===== src/erx_consts.svh =====
`ifndef ERX_CONSTS_SVH
`define ERX_CONSTS_SVH

`define PW          104      // Link packet width
`define AW          32       // Address width
`define DW          32       // Data width
`define CHIP_ID     12'h810  // Matched against dstaddr[31:20]
`define RR_REGION   4'hE     // Read response window, dstaddr[19:16]
`define CFG_REGION  4'hF     // Register window, dstaddr[19:16]
`define MBOX_ADDR   16'h0100 // Mailbox word inside the register window
`define MBOX_DEPTH  8        // Mailbox entries
`define SKID_DEPTH  4        // Per-channel skid FIFO entries
`define CFG_SEL_HI  4        // Register select field in a config address
`define CFG_SEL_LO  2

`endif


===== src/emesh_pkg.sv =====
`include "erx_consts.svh"

package emesh_pkg;

   typedef enum logic [1:0] {
      PKT_WR = 2'd0,     // Write
      PKT_RD = 2'd1,     // Read request
      PKT_RR = 2'd2      // Read response into local window
   } pkt_class_e;

   typedef enum logic [1:0] {
      DM_BYTE   = 2'd0,
      DM_HALF   = 2'd1,
      DM_WORD   = 2'd2,
      DM_DOUBLE = 2'd3
   } datamode_e;

   typedef struct packed {
      logic [`DW-1:0] data_hi;  // Upper data of a double write
      logic [`DW-1:0] data_lo;
      logic [`AW-1:0] dstaddr;
      logic [4:0]     ctrlmode;
      datamode_e      datamode;
      logic           write;
   } emesh_wr_t;

   typedef struct packed {
      logic [`AW-1:0] srcaddr;  // Where the response goes
      logic [`DW-1:0] data_lo;
      logic [`AW-1:0] dstaddr;
      logic [4:0]     ctrlmode;
      datamode_e      datamode;
      logic           write;
   } emesh_rd_t;

   // Same 104 bits, top word read as data or return address
   typedef union packed {
      emesh_wr_t wr;
      emesh_rd_t rd;
   } emesh_packet_u;

endpackage


===== src/ecfg_pkg.sv =====
package ecfg_pkg;

   // Value equals address bits 4..2 of the register
   typedef enum logic [2:0] {
      REG_REMAP_MODE    = 3'd0,
      REG_REMAP_SEL     = 3'd1,
      REG_REMAP_PATTERN = 3'd2,
      REG_MBOX_LO       = 3'd3,  // Head entry, low word
      REG_MBOX_HI       = 3'd4,  // Head entry, high word, pops
      REG_MBOX_COUNT    = 3'd5
   } cfg_reg_e;

   typedef enum logic [1:0] {
      REMAP_NONE   = 2'd0,
      REMAP_STATIC = 2'd1       // Bitwise select on upper 12 address bits
   } remap_mode_e;

endpackage


===== src/mi_if.sv =====
`timescale 1ns/10ps
`include "erx_consts.svh"

interface mi_if import ecfg_pkg::*; ();
   logic           cfg_en;     // Remap register block select
   logic           mbox_en;    // Mailbox select
   logic           we;
   cfg_reg_e       addr;
   logic [`DW-1:0] din;
   logic [`DW-1:0] cfg_dout;   // Valid the cycle after cfg_en
   logic [`DW-1:0] mbox_dout;  // Valid the cycle after mbox_en

   modport master (output cfg_en, mbox_en, we, addr, din,
                   input  cfg_dout, mbox_dout);

   modport slave  (input  cfg_en, mbox_en, we, addr, din,
                   output cfg_dout, mbox_dout);
endinterface


===== src/erx_protocol.sv =====
`timescale 1ns/10ps
`include "erx_consts.svh"

module erx_protocol import emesh_pkg::*; (
   input  logic          clk,
   input  logic          rst,
   input  logic          rx_access,
   input  emesh_packet_u rx_packet,
   output logic          erx_access,
   output emesh_packet_u erx_packet,
   output pkt_class_e    erx_class
);

   logic       is_rr;     // Aimed at local read response window
   pkt_class_e rx_class;

   assign is_rr = (rx_packet.wr.dstaddr[31:20] == `CHIP_ID) &&
                  (rx_packet.wr.dstaddr[19:16] == `RR_REGION);
   assign rx_class = is_rr ? PKT_RR : (rx_packet.wr.write ? PKT_WR : PKT_RD);

   always_ff @(posedge clk) begin
      if (rst) begin
         erx_access <= 1'b0;
      end else begin
         erx_access <= rx_access;
      end
   end

   always_ff @(posedge clk) begin
      erx_packet <= rx_packet;  // Payload, no reset
      erx_class  <= rx_class;
   end

endmodule


===== src/erx_remap.sv =====
`timescale 1ns/10ps

module erx_remap import emesh_pkg::*, ecfg_pkg::*; (
   input  logic          clk,
   input  logic          rst,
   input  logic          in_access,
   input  emesh_packet_u in_packet,
   input  pkt_class_e    in_class,
   input  remap_mode_e   remap_mode,
   input  logic [11:0]   remap_sel,
   input  logic [11:0]   remap_pattern,
   output logic          out_access,
   output emesh_packet_u out_packet,
   output pkt_class_e    out_class
);

   emesh_packet_u remapped;
   logic          do_remap;

   // Responses keep their address, only requests move
   assign do_remap = (remap_mode == REMAP_STATIC) && (in_class != PKT_RR);

   always_comb begin
      remapped = in_packet;
      if (do_remap) begin
         remapped.wr.dstaddr[31:20] = (remap_sel & remap_pattern) |
                                      (~remap_sel & in_packet.wr.dstaddr[31:20]);
      end
   end

   always_ff @(posedge clk) begin
      if (rst) begin
         out_access <= 1'b0;
      end else begin
         out_access <= in_access;
      end
   end

   always_ff @(posedge clk) begin
      out_packet <= remapped;  // Payload, no reset
      out_class  <= in_class;
   end

endmodule


===== src/erx_mailbox.sv =====
`timescale 1ns/10ps
`include "erx_consts.svh"

module erx_mailbox import emesh_pkg::*, ecfg_pkg::*; (
   input  logic          clk,
   input  logic          rst,
   input  logic          emesh_access,
   input  emesh_packet_u emesh_packet,
   input  pkt_class_e    emesh_class,
   mi_if.slave           mi,
   output logic          mbox_claim,
   output logic          mailbox_full,
   output logic          mailbox_not_empty
);

   localparam int MAW = $clog2(`MBOX_DEPTH);

   logic [2*`DW-1:0] mem [`MBOX_DEPTH];  // {data_hi, data_lo}
   logic [MAW-1:0]   wr_ptr;
   logic [MAW-1:0]   rd_ptr;
   logic [MAW:0]     count;
   logic             push;
   logic             pop;
   logic             rd_en;

   assign mbox_claim = emesh_access && (emesh_class == PKT_WR) &&
                       (emesh_packet.wr.dstaddr == {`CHIP_ID, `CFG_REGION, `MBOX_ADDR});
   assign push  = mbox_claim && !mailbox_full;  // Full mailbox drops the write
   assign rd_en = mi.mbox_en && !mi.we;          // Mailbox is read only on the bus
   assign pop   = rd_en && (mi.addr == REG_MBOX_HI);

   assign mailbox_full      = (count == (MAW+1)'(`MBOX_DEPTH));
   assign mailbox_not_empty = (count != '0);

   always_ff @(posedge clk) begin
      if (rst) begin
         wr_ptr <= '0;
         rd_ptr <= '0;
         count  <= '0;
      end else begin
         if (push) wr_ptr <= wr_ptr + 1'b1;
         if (pop) rd_ptr <= rd_ptr + 1'b1;
         count <= count + {{MAW{1'b0}}, push} - {{MAW{1'b0}}, pop};
      end
   end

   always_ff @(posedge clk) begin
      if (push) begin
         mem[wr_ptr] <= {emesh_packet.wr.data_hi, emesh_packet.wr.data_lo};
      end
   end

   // Readback one cycle after select
   always_ff @(posedge clk) begin
      if (rd_en) begin
         case (mi.addr)
            REG_MBOX_LO:    mi.mbox_dout <= mem[rd_ptr][`DW-1:0];
            REG_MBOX_HI:    mi.mbox_dout <= mem[rd_ptr][2*`DW-1:`DW];
            REG_MBOX_COUNT: mi.mbox_dout <= {{(`DW-MAW-1){1'b0}}, count};
            default:        mi.mbox_dout <= '0;
         endcase
      end
   end

   a_no_pop_empty: assert property (@(posedge clk) disable iff (rst)
      pop |-> mailbox_not_empty)
      else $error("erx_mailbox: pop while empty");

endmodule


===== src/erx_cfg.sv =====
`timescale 1ns/10ps
`include "erx_consts.svh"

module erx_cfg import ecfg_pkg::*; (
   input  logic        clk,
   input  logic        rst,
   mi_if.slave         mi,
   output remap_mode_e remap_mode,
   output logic [11:0] remap_sel,
   output logic [11:0] remap_pattern
);

   logic wr_en;
   logic rd_en;

   assign wr_en = mi.cfg_en && mi.we;
   assign rd_en = mi.cfg_en && !mi.we;

   always_ff @(posedge clk) begin
      if (rst) begin
         remap_mode    <= REMAP_NONE;  // Pass-through after reset
         remap_sel     <= '0;
         remap_pattern <= '0;
      end else if (wr_en) begin
         case (mi.addr)
            REG_REMAP_MODE:    remap_mode    <= remap_mode_e'(mi.din[1:0]);
            REG_REMAP_SEL:     remap_sel     <= mi.din[11:0];
            REG_REMAP_PATTERN: remap_pattern <= mi.din[11:0];
            default: ;                      // Other selects ignored
         endcase
      end
   end

   always_ff @(posedge clk) begin
      if (rd_en) begin
         case (mi.addr)
            REG_REMAP_MODE:    mi.cfg_dout <= {{(`DW-2){1'b0}}, remap_mode};
            REG_REMAP_SEL:     mi.cfg_dout <= {{(`DW-12){1'b0}}, remap_sel};
            REG_REMAP_PATTERN: mi.cfg_dout <= {{(`DW-12){1'b0}}, remap_pattern};
            default:           mi.cfg_dout <= '0;
         endcase
      end
   end

endmodule


===== src/ecfg_if.sv =====
`timescale 1ns/10ps
`include "erx_consts.svh"

module ecfg_if import emesh_pkg::*, ecfg_pkg::*; (
   input  logic          clk,
   input  logic          rst,
   input  logic          access_in,
   input  emesh_packet_u packet_in,
   input  logic          resp_wait,
   mi_if.master          mi,
   output logic          wait_out,
   output logic          resp_access,
   output emesh_packet_u resp_packet
);

   cfg_reg_e       sel;
   logic           is_mbox;
   logic           accept;
   logic           rd_pend;   // Bus read in flight, dout lands next
   logic           rd_mbox;   // Which dout to pick up
   logic [`AW-1:0] ret_addr;

   assign sel     = cfg_reg_e'(packet_in.wr.dstaddr[`CFG_SEL_HI:`CFG_SEL_LO]);
   assign is_mbox = sel inside {REG_MBOX_LO, REG_MBOX_HI, REG_MBOX_COUNT};
   assign accept  = access_in && !wait_out;

   // One-cycle bus access in the accepting cycle
   assign mi.cfg_en  = accept && !is_mbox;
   assign mi.mbox_en = accept && is_mbox;
   assign mi.we      = packet_in.wr.write;
   assign mi.addr    = sel;
   assign mi.din     = packet_in.wr.data_lo;

   assign wait_out = rd_pend || resp_access;  // Held until response leaves

   always_ff @(posedge clk) begin
      if (rst) begin
         rd_pend     <= 1'b0;
         resp_access <= 1'b0;
      end else begin
         rd_pend <= accept && !packet_in.wr.write;
         if (rd_pend) begin
            resp_access <= 1'b1;
         end else if (!resp_wait) begin
            resp_access <= 1'b0;   // Taken by the arbiter
         end
      end
   end

   always_ff @(posedge clk) begin
      if (accept && !packet_in.wr.write) begin
         ret_addr <= packet_in.rd.srcaddr;
         rd_mbox  <= is_mbox;
      end
      if (rd_pend) begin
         resp_packet.wr <= '{data_hi:  '0,
                             data_lo:  rd_mbox ? mi.mbox_dout : mi.cfg_dout,
                             dstaddr:  ret_addr,
                             ctrlmode: '0,
                             datamode: DM_WORD,
                             write:    1'b1};
      end
   end

   a_no_req_in_wait: assert property (@(posedge clk) disable iff (rst)
      access_in |-> !wait_out)
      else $error("ecfg_if: request while wait_out high");

endmodule


===== src/erx_arbiter.sv =====
`timescale 1ns/10ps
`include "erx_consts.svh"

module erx_arbiter import emesh_pkg::*; (
   input  logic          clk,
   input  logic          rst,
   input  logic          erx_access,
   input  emesh_packet_u erx_packet,
   input  pkt_class_e    erx_class,
   input  logic          mbox_claim,
   input  logic          cfg_access,
   input  emesh_packet_u cfg_packet,
   input  logic          rxwr_wait,
   input  logic          rxrd_wait,
   input  logic          rxrr_wait,
   output logic          rx_wr_wait,
   output logic          rx_rd_wait,
   output logic          cfg_wait,
   output logic          rxwr_access,
   output emesh_packet_u rxwr_packet,
   output logic          rxrd_access,
   output emesh_packet_u rxrd_packet,
   output logic          rxrr_access,
   output emesh_packet_u rxrr_packet
);

   localparam int SAW = $clog2(`SKID_DEPTH);

   logic [2:0]    push;   // Indexed by class, WR RD RR
   logic [2:0]    pop;
   logic [2:0]    empty;
   logic [2:0]    full;
   emesh_packet_u head [3];

   for (genvar c = 0; c < 3; c++) begin : g_skid
      emesh_packet_u  mem [`SKID_DEPTH];
      logic [SAW-1:0] wr_ptr;
      logic [SAW-1:0] rd_ptr;
      logic [SAW:0]   count;

      assign push[c]  = erx_access && !mbox_claim && (erx_class == pkt_class_e'(c));
      assign empty[c] = (count == '0);
      assign full[c]  = (count == (SAW+1)'(`SKID_DEPTH));
      assign head[c]  = mem[rd_ptr];

      always_ff @(posedge clk) begin
         if (rst) begin
            wr_ptr <= '0;
            rd_ptr <= '0;
            count  <= '0;
         end else begin
            if (push[c]) wr_ptr <= wr_ptr + 1'b1;
            if (pop[c]) rd_ptr <= rd_ptr + 1'b1;
            count <= count + {{SAW{1'b0}}, push[c]} - {{SAW{1'b0}}, pop[c]};
         end
      end

      always_ff @(posedge clk) begin
         if (push[c]) mem[wr_ptr] <= erx_packet;
      end

      a_no_push_full: assert property (@(posedge clk) disable iff (rst)
         push[c] |-> !full[c])
         else $error("erx_arbiter: skid FIFO %0d overrun", c);
   end

   // Link side stalls as soon as anything is queued
   assign rx_wr_wait = !empty[0] || rxwr_wait;
   assign rx_rd_wait = !empty[1] || !empty[2] || rxrd_wait || rxrr_wait;

   assign rxwr_access = !empty[0] && !rxwr_wait;
   assign rxwr_packet = head[0];
   assign rxrd_access = !empty[1] && !rxrd_wait;
   assign rxrd_packet = head[1];

   // Read response channel, link FIFO first, config readback second
   assign rxrr_access = (!empty[2] || cfg_access) && !rxrr_wait;
   assign rxrr_packet = !empty[2] ? head[2] : cfg_packet;
   assign cfg_wait    = !empty[2] || rxrr_wait;

   assign pop[0] = rxwr_access;
   assign pop[1] = rxrd_access;
   assign pop[2] = !empty[2] && !rxrr_wait;

endmodule


===== src/erx_core.sv =====
`timescale 1ns/10ps
`include "erx_consts.svh"

module erx_core import emesh_pkg::*, ecfg_pkg::*; (
   input  logic           clk,
   input  logic           rst,
   input  logic           rx_access,
   input  logic [`PW-1:0] rx_packet,
   input  logic           rxwr_wait,
   input  logic           rxrd_wait,
   input  logic           rxrr_wait,
   input  logic           erx_cfg_access,
   input  logic [`PW-1:0] erx_cfg_packet,
   output logic           rx_wr_wait,
   output logic           rx_rd_wait,
   output logic           rxwr_access,
   output logic [`PW-1:0] rxwr_packet,
   output logic           rxrd_access,
   output logic [`PW-1:0] rxrd_packet,
   output logic           rxrr_access,
   output logic [`PW-1:0] rxrr_packet,
   output logic           erx_cfg_wait,
   output logic           mailbox_full,
   output logic           mailbox_not_empty
);

   logic          erx_access;      // Protocol stage out
   emesh_packet_u erx_packet;
   pkt_class_e    erx_class;
   logic          remap_access;    // Remap stage out
   emesh_packet_u remap_packet;
   pkt_class_e    remap_class;
   remap_mode_e   remap_mode;
   logic [11:0]   remap_sel;
   logic [11:0]   remap_pattern;
   logic          mbox_claim;
   logic          cfg_resp_access; // Config readback to arbiter
   emesh_packet_u cfg_resp_packet;
   logic          cfg_resp_wait;

   mi_if mi ();

   erx_protocol u_protocol (
      .clk, .rst, .rx_access, .rx_packet,
      .erx_access, .erx_packet, .erx_class);

   erx_remap u_remap (
      .clk, .rst,
      .in_access  (erx_access),
      .in_packet  (erx_packet),
      .in_class   (erx_class),
      .remap_mode, .remap_sel, .remap_pattern,
      .out_access (remap_access),
      .out_packet (remap_packet),
      .out_class  (remap_class));

   erx_mailbox u_mailbox (
      .clk, .rst,
      .emesh_access (remap_access),
      .emesh_packet (remap_packet),
      .emesh_class  (remap_class),
      .mi           (mi.slave),
      .mbox_claim, .mailbox_full, .mailbox_not_empty);

   erx_cfg u_cfg (
      .clk, .rst,
      .mi (mi.slave),
      .remap_mode, .remap_sel, .remap_pattern);

   ecfg_if u_cfgif (
      .clk, .rst,
      .access_in   (erx_cfg_access),
      .packet_in   (erx_cfg_packet),
      .resp_wait   (cfg_resp_wait),
      .mi          (mi.master),
      .wait_out    (erx_cfg_wait),
      .resp_access (cfg_resp_access),
      .resp_packet (cfg_resp_packet));

   erx_arbiter u_arbiter (
      .clk, .rst,
      .erx_access (remap_access),
      .erx_packet (remap_packet),
      .erx_class  (remap_class),
      .mbox_claim,
      .cfg_access (cfg_resp_access),
      .cfg_packet (cfg_resp_packet),
      .rxwr_wait, .rxrd_wait, .rxrr_wait,
      .rx_wr_wait, .rx_rd_wait,
      .cfg_wait   (cfg_resp_wait),
      .rxwr_access, .rxwr_packet,
      .rxrd_access, .rxrd_packet,
      .rxrr_access, .rxrr_packet);

endmodule


===== config.mk =====
export PLATFORM = sky130hd
export DESIGN_NAME = erx_core
export DESIGN_NICKNAME = d
export VERILOG_FILES = /design/src/emesh_pkg.sv /design/src/ecfg_pkg.sv /design/src/mi_if.sv /design/src/erx_protocol.sv /design/src/erx_remap.sv /design/src/erx_mailbox.sv /design/src/erx_cfg.sv /design/src/ecfg_if.sv /design/src/erx_arbiter.sv /design/src/erx_core.sv
export VERILOG_INCLUDE_DIRS = /design/src
export SDC_FILE = /design/constraint.sdc
export NUM_CORES = 2
export LEC_CHECK = 0
export ABC_AREA = 0
export BUFFER_PORTS_ARGS = -buffer_cell sky130_fd_sc_hd__buf_2
export CAP_MARGIN = 20
export CELL_PAD_IN_SITES_DETAIL_PLACEMENT = 0
export CELL_PAD_IN_SITES_GLOBAL_PLACEMENT = 2
export CORE_MARGIN = 2
export CORE_UTILIZATION = 40
export DETAILED_ROUTE_END_ITERATION = 10
export PLACE_DENSITY = 0.65
export SLEW_MARGIN = 20
export SYNTH_ARGS = -nofsm -noshare
export SYNTH_HDL_FRONTEND = slang
export SYNTH_SLANG_ARGS = --single-unit
export TNS_END_PERCENT = 20

===== constraint.sdc =====
create_clock -name clk -period 6.3 [get_ports clk]
set_input_delay 1.26 -clock clk [delete_from_list [all_inputs] [get_ports clk]]
set_output_delay 1.26 -clock clk [all_outputs]
set_load 0.05 [all_outputs]

==> summary.txt <==
Worst hold path
  • Hold path depth: 0
  • Worst Hold End: u_remap.out_packet[86]
  • HP Class: register to register
  • Min-Delay Startpoint: u_protocol.erx_packet[86]

Route
  • Initial DRC count: 2653
  • Wire per inst: 27.6 um
  • DR DRC count: 0
  • Final ANT Viol Nets: 0
  • Post-DR vias/cell: 5.20
  • Routed WL: 186000 um
  • Routed vias: 35000
  • Drt first pass iters: 5

Logic synthesis
  • Xor and xnor area share after synthesis: 0.00202
  • Synthesized instance count: 3381
  • Adder-Cell Fraction of Synth Area: 0.00520
  • Post-synthesis register bit count: 2183
  • Synth warn: 0
  • Post-Syn Area per Cell: 23.0 sq um
  • Multiplexer share of the synthesized area: 0.151
  • Top cell type's share of synthesized area: 0.733
  • Number of synthesized flops with an enable pin: 1901
  • Simple-Gate Fraction of Synth Area: 0.0195
  • Synth Area in Compound Gates: 0.00618
  • Main synth FF type: edfxtp_1
  • Dominant cells by area after synthesis: edfxtp_1 (73%), mux4_2 (12%), dfxtp_1 (7.2%)
  • Library cells used by synthesis: 57
  • Post-synthesis async set-or-reset flop share: 0
  • Synthesized Nets: 3626
  • Synth area leader: edfxtp_1
  • Largest family of logic cells by synthesized area: multiplexers
  • Mapped Area: 77900 sq um
  • Sequential share of the synthesized area: 0.805

Finish
  • Most frequent cells in the layout: edfxtp_1 (1901), buf_2 (478), mux4_2 (428)
  • Layout cells sized above 1: 0.345
  • Layout area overhead: 16.5%
  • Final instance area: 90800 sq um
  • Layout Nets: 4247
  • Most common cell after layout, fill and taps aside: edfxtp_1

Critical path
  • Critical Path, Cell by Cell: buf_12 > mux4_2 > mux2_2 > buf_2
  • Worst flop-to-flop path endpoint: u_mailbox.mem[1][62]
  • Reg2Reg Depth: 5
  • CP required: 5040 ps
  • Arrival time at the worst endpoint: 3260 ps
  • Critical path class: register to output pin
  • Worst path bufs/invs: 2
  • Largest stage delay, worst path: 970 ps
  • Slowest CP cell: dfxtp_4
  • Startpoint types: register
  • Delay-heaviest family, CP: flip-flops
  • Reg2reg start: u_remap.out_packet[21]
  • R2r setup slk: 2080 ps
  • CP max FO: 54
  • Crit end category: output pin

Clock tree
  • Quantity of gates resized following cts: 0
  • Max H-tree Level: 4
  • Post CTS Setup Buffer Count: 0
  • Num CTS Buffers: 221
  • CTS Buffer Depth: 3
  • CTS clock-pin slew for the worst setup and hold paths: 60 ps
  • CTS Hold Bufs: 0
  • CTS sink cnt: 2183
  • Root Driver: clkbuf_16
  • Clock Latency Late Sink: 850 ps
  • CTS tree: done

Global routing
  • Initial antenna violation count: 13
  • Total gr overflow: 0
  • First-pass GRT wire length: 265000 um
  • Largest net degree at the start of global routing: 70
  • GRT Total Usage: 0.186
  • Number of global-route vias before repair: 36200

Power and ir drop
  • Leakage: 29.4 nW
  • Total power per unit cell area: 402 nW/um^2
  • Pwr Total: 36.5 mW
  • Max rail drop VDD: 0.341 mV

Timing
  • Fin. Hold Viols: 0
  • RSZ-0062 raised after global routing: false
  • Max Transition Viols Final: 0
  • Worst-margin pin slew: 1070 ps
  • Setup violators final: 0
  • Min Tclk post-route: 4520 ps
  • Max Fclk: 221 MHz
  • Setup TNS Final: 0 ps
  • Slew HR: 0.283
  • Worst clock skew: 62.0 ps
  • Final Cycle Share: 0.718

Run status
  • Outcome: completed

Placed design
  • Post-DP HPWL: 111000 um
  • Cell Area, Placed: 83500 sq um
  • GP Congestion: 0.720
  • PortBufs: 478

Floorplanning
  • Die height: 445 um
  • FP Rows: 161
  • Core ar.: 193000 sq um
  • Initial Utilization: 0.404
  • Die ar.: 198000 sq um
  • IO Count: 535
  • Chip width: 445 um

Run
  • Max-Cap Viols: 0
-- kinds of logic after synthesis --
family | Yosys count
XOR/XNOR | 18
buffers and inverters | 179
flip-flops | 2183
multiplexers | 628
adder cells (fa/ha/maj) | 30
AND/OR/NAND/NOR | 269
AO/OA/AOI/OAI | 74
-- synthesized netlist by cell type (2+ instances only) --
cell type / count
nor2_1: 81
a31oi_1: 2
clkbuf_2: 2
nand4_1: 3
buf_4: 16
ha_1: 26
nand4b_1: 3
nor4b_2: 2
o31ai_1: 2
nor4_1: 4
a21oi_1: 18
a311oi_1: 4
mux2_2: 90
xor2_1: 2
and4_1: 4
edfxtp_1: 1901
and3b_1: 3
buf_1: 13
and4b_1: 4
a22oi_1: 16
buf_2: 68
nor2b_1: 55
mux2i_1: 109
xnor2_1: 16
and2_1: 34
o22ai_1: 28
fa_1: 4
inv_1: 30
nand2b_1: 7
or2_1: 2
dfxtp_1: 282
nor3_2: 2
clkbuf_1: 44
a32oi_1: 2
nand3_1: 9
mux4_2: 428
nor3b_1: 6
nand2_1: 31
or3b_2: 3
nor3_1: 3
buf_6: 6
-- worst reg2reg max path: cells and delay by family, from the launching register on --
kind / cells / cell delay [ps]
simple gates: 4 / 2670
buf+inv: 1 / 700
flops: 1 / 450
-- worst max-delay path by stage --
stage	startpoint	end	slack, ps	cells after the start
finish	register	rxrr_packet[62]	1780	4
global placement	u_remap.out_packet[21]	u_mailbox.mem[1][47]	2030	5
CTS	register	rxrr_packet[62]	1590	4
detailed placement	u_remap.out_packet[21]	u_mailbox.mem[1][47]	2030	5
floorplan	u_remap.out_packet[30]	u_arbiter.g_skid[0].mem[0][0]	2190	4
global route	register	rxrr_packet[62]	1600	4
-- routing by layer --
| metal | vias to the layer above | GRT usage | wire length (um) |
|---|---|---|---|
| met5 | - | 0 | 34 |
| li1 | 15200 | - | - |
| met4 | 6 | 0.0528 | 4310 |
| met1 | 18700 | 0.259 | 81600 |
| met2 | 908 | 0.301 | 90200 |
| met3 | 260 | 0.0361 | 9670 |
-- area by class of cell --
cell class	instances	area (sq um)
clock inverters	91	855
multi-input cells	1019	14400
flip-flops and latches	2183	62800
well taps	2526	3160
diodes	4	10.0
repair buffers	547	3090
clock buffers	327	6420
fillers	16100	102000
inverters	30	113
-- state kept, by name, indices dropped and copies added, names as in the netlist, 32 cells and up, named ones only --
register	cells
u_cfgif.ret_addr	32
u_protocol.erx_packet	104
u_remap.out_packet	104
u_mailbox.mi.mbox_dout	32
u_cfgif.resp_packet	64
u_mailbox.mem	512
u_arbiter.g_skid.mem	1248
-- power breakdown --
part	switching, mW	internal [mW]	total [mW]	leakage, nW
Clock	5.48	7.40	12.9	3.56
Sequential	0.381	15.9	16.3	19.5
Combinational	5.10	2.28	7.38	6.34
-- per-stage QoR --
stage	worst slack [ps]	instances	hold WS [ps]	util
6_report	1780	6727	315	0.471
5_1_grt	1600	6725	330	0.470
3_5_place_dp	2030	6305	312	0.433
4_1_cts	1590	6723	326	0.470
2_1_floorplan	2190	3381	310	-
3_3_place_gp	2030	6305	310	0.433
Power figures use the tool's default switching activity.
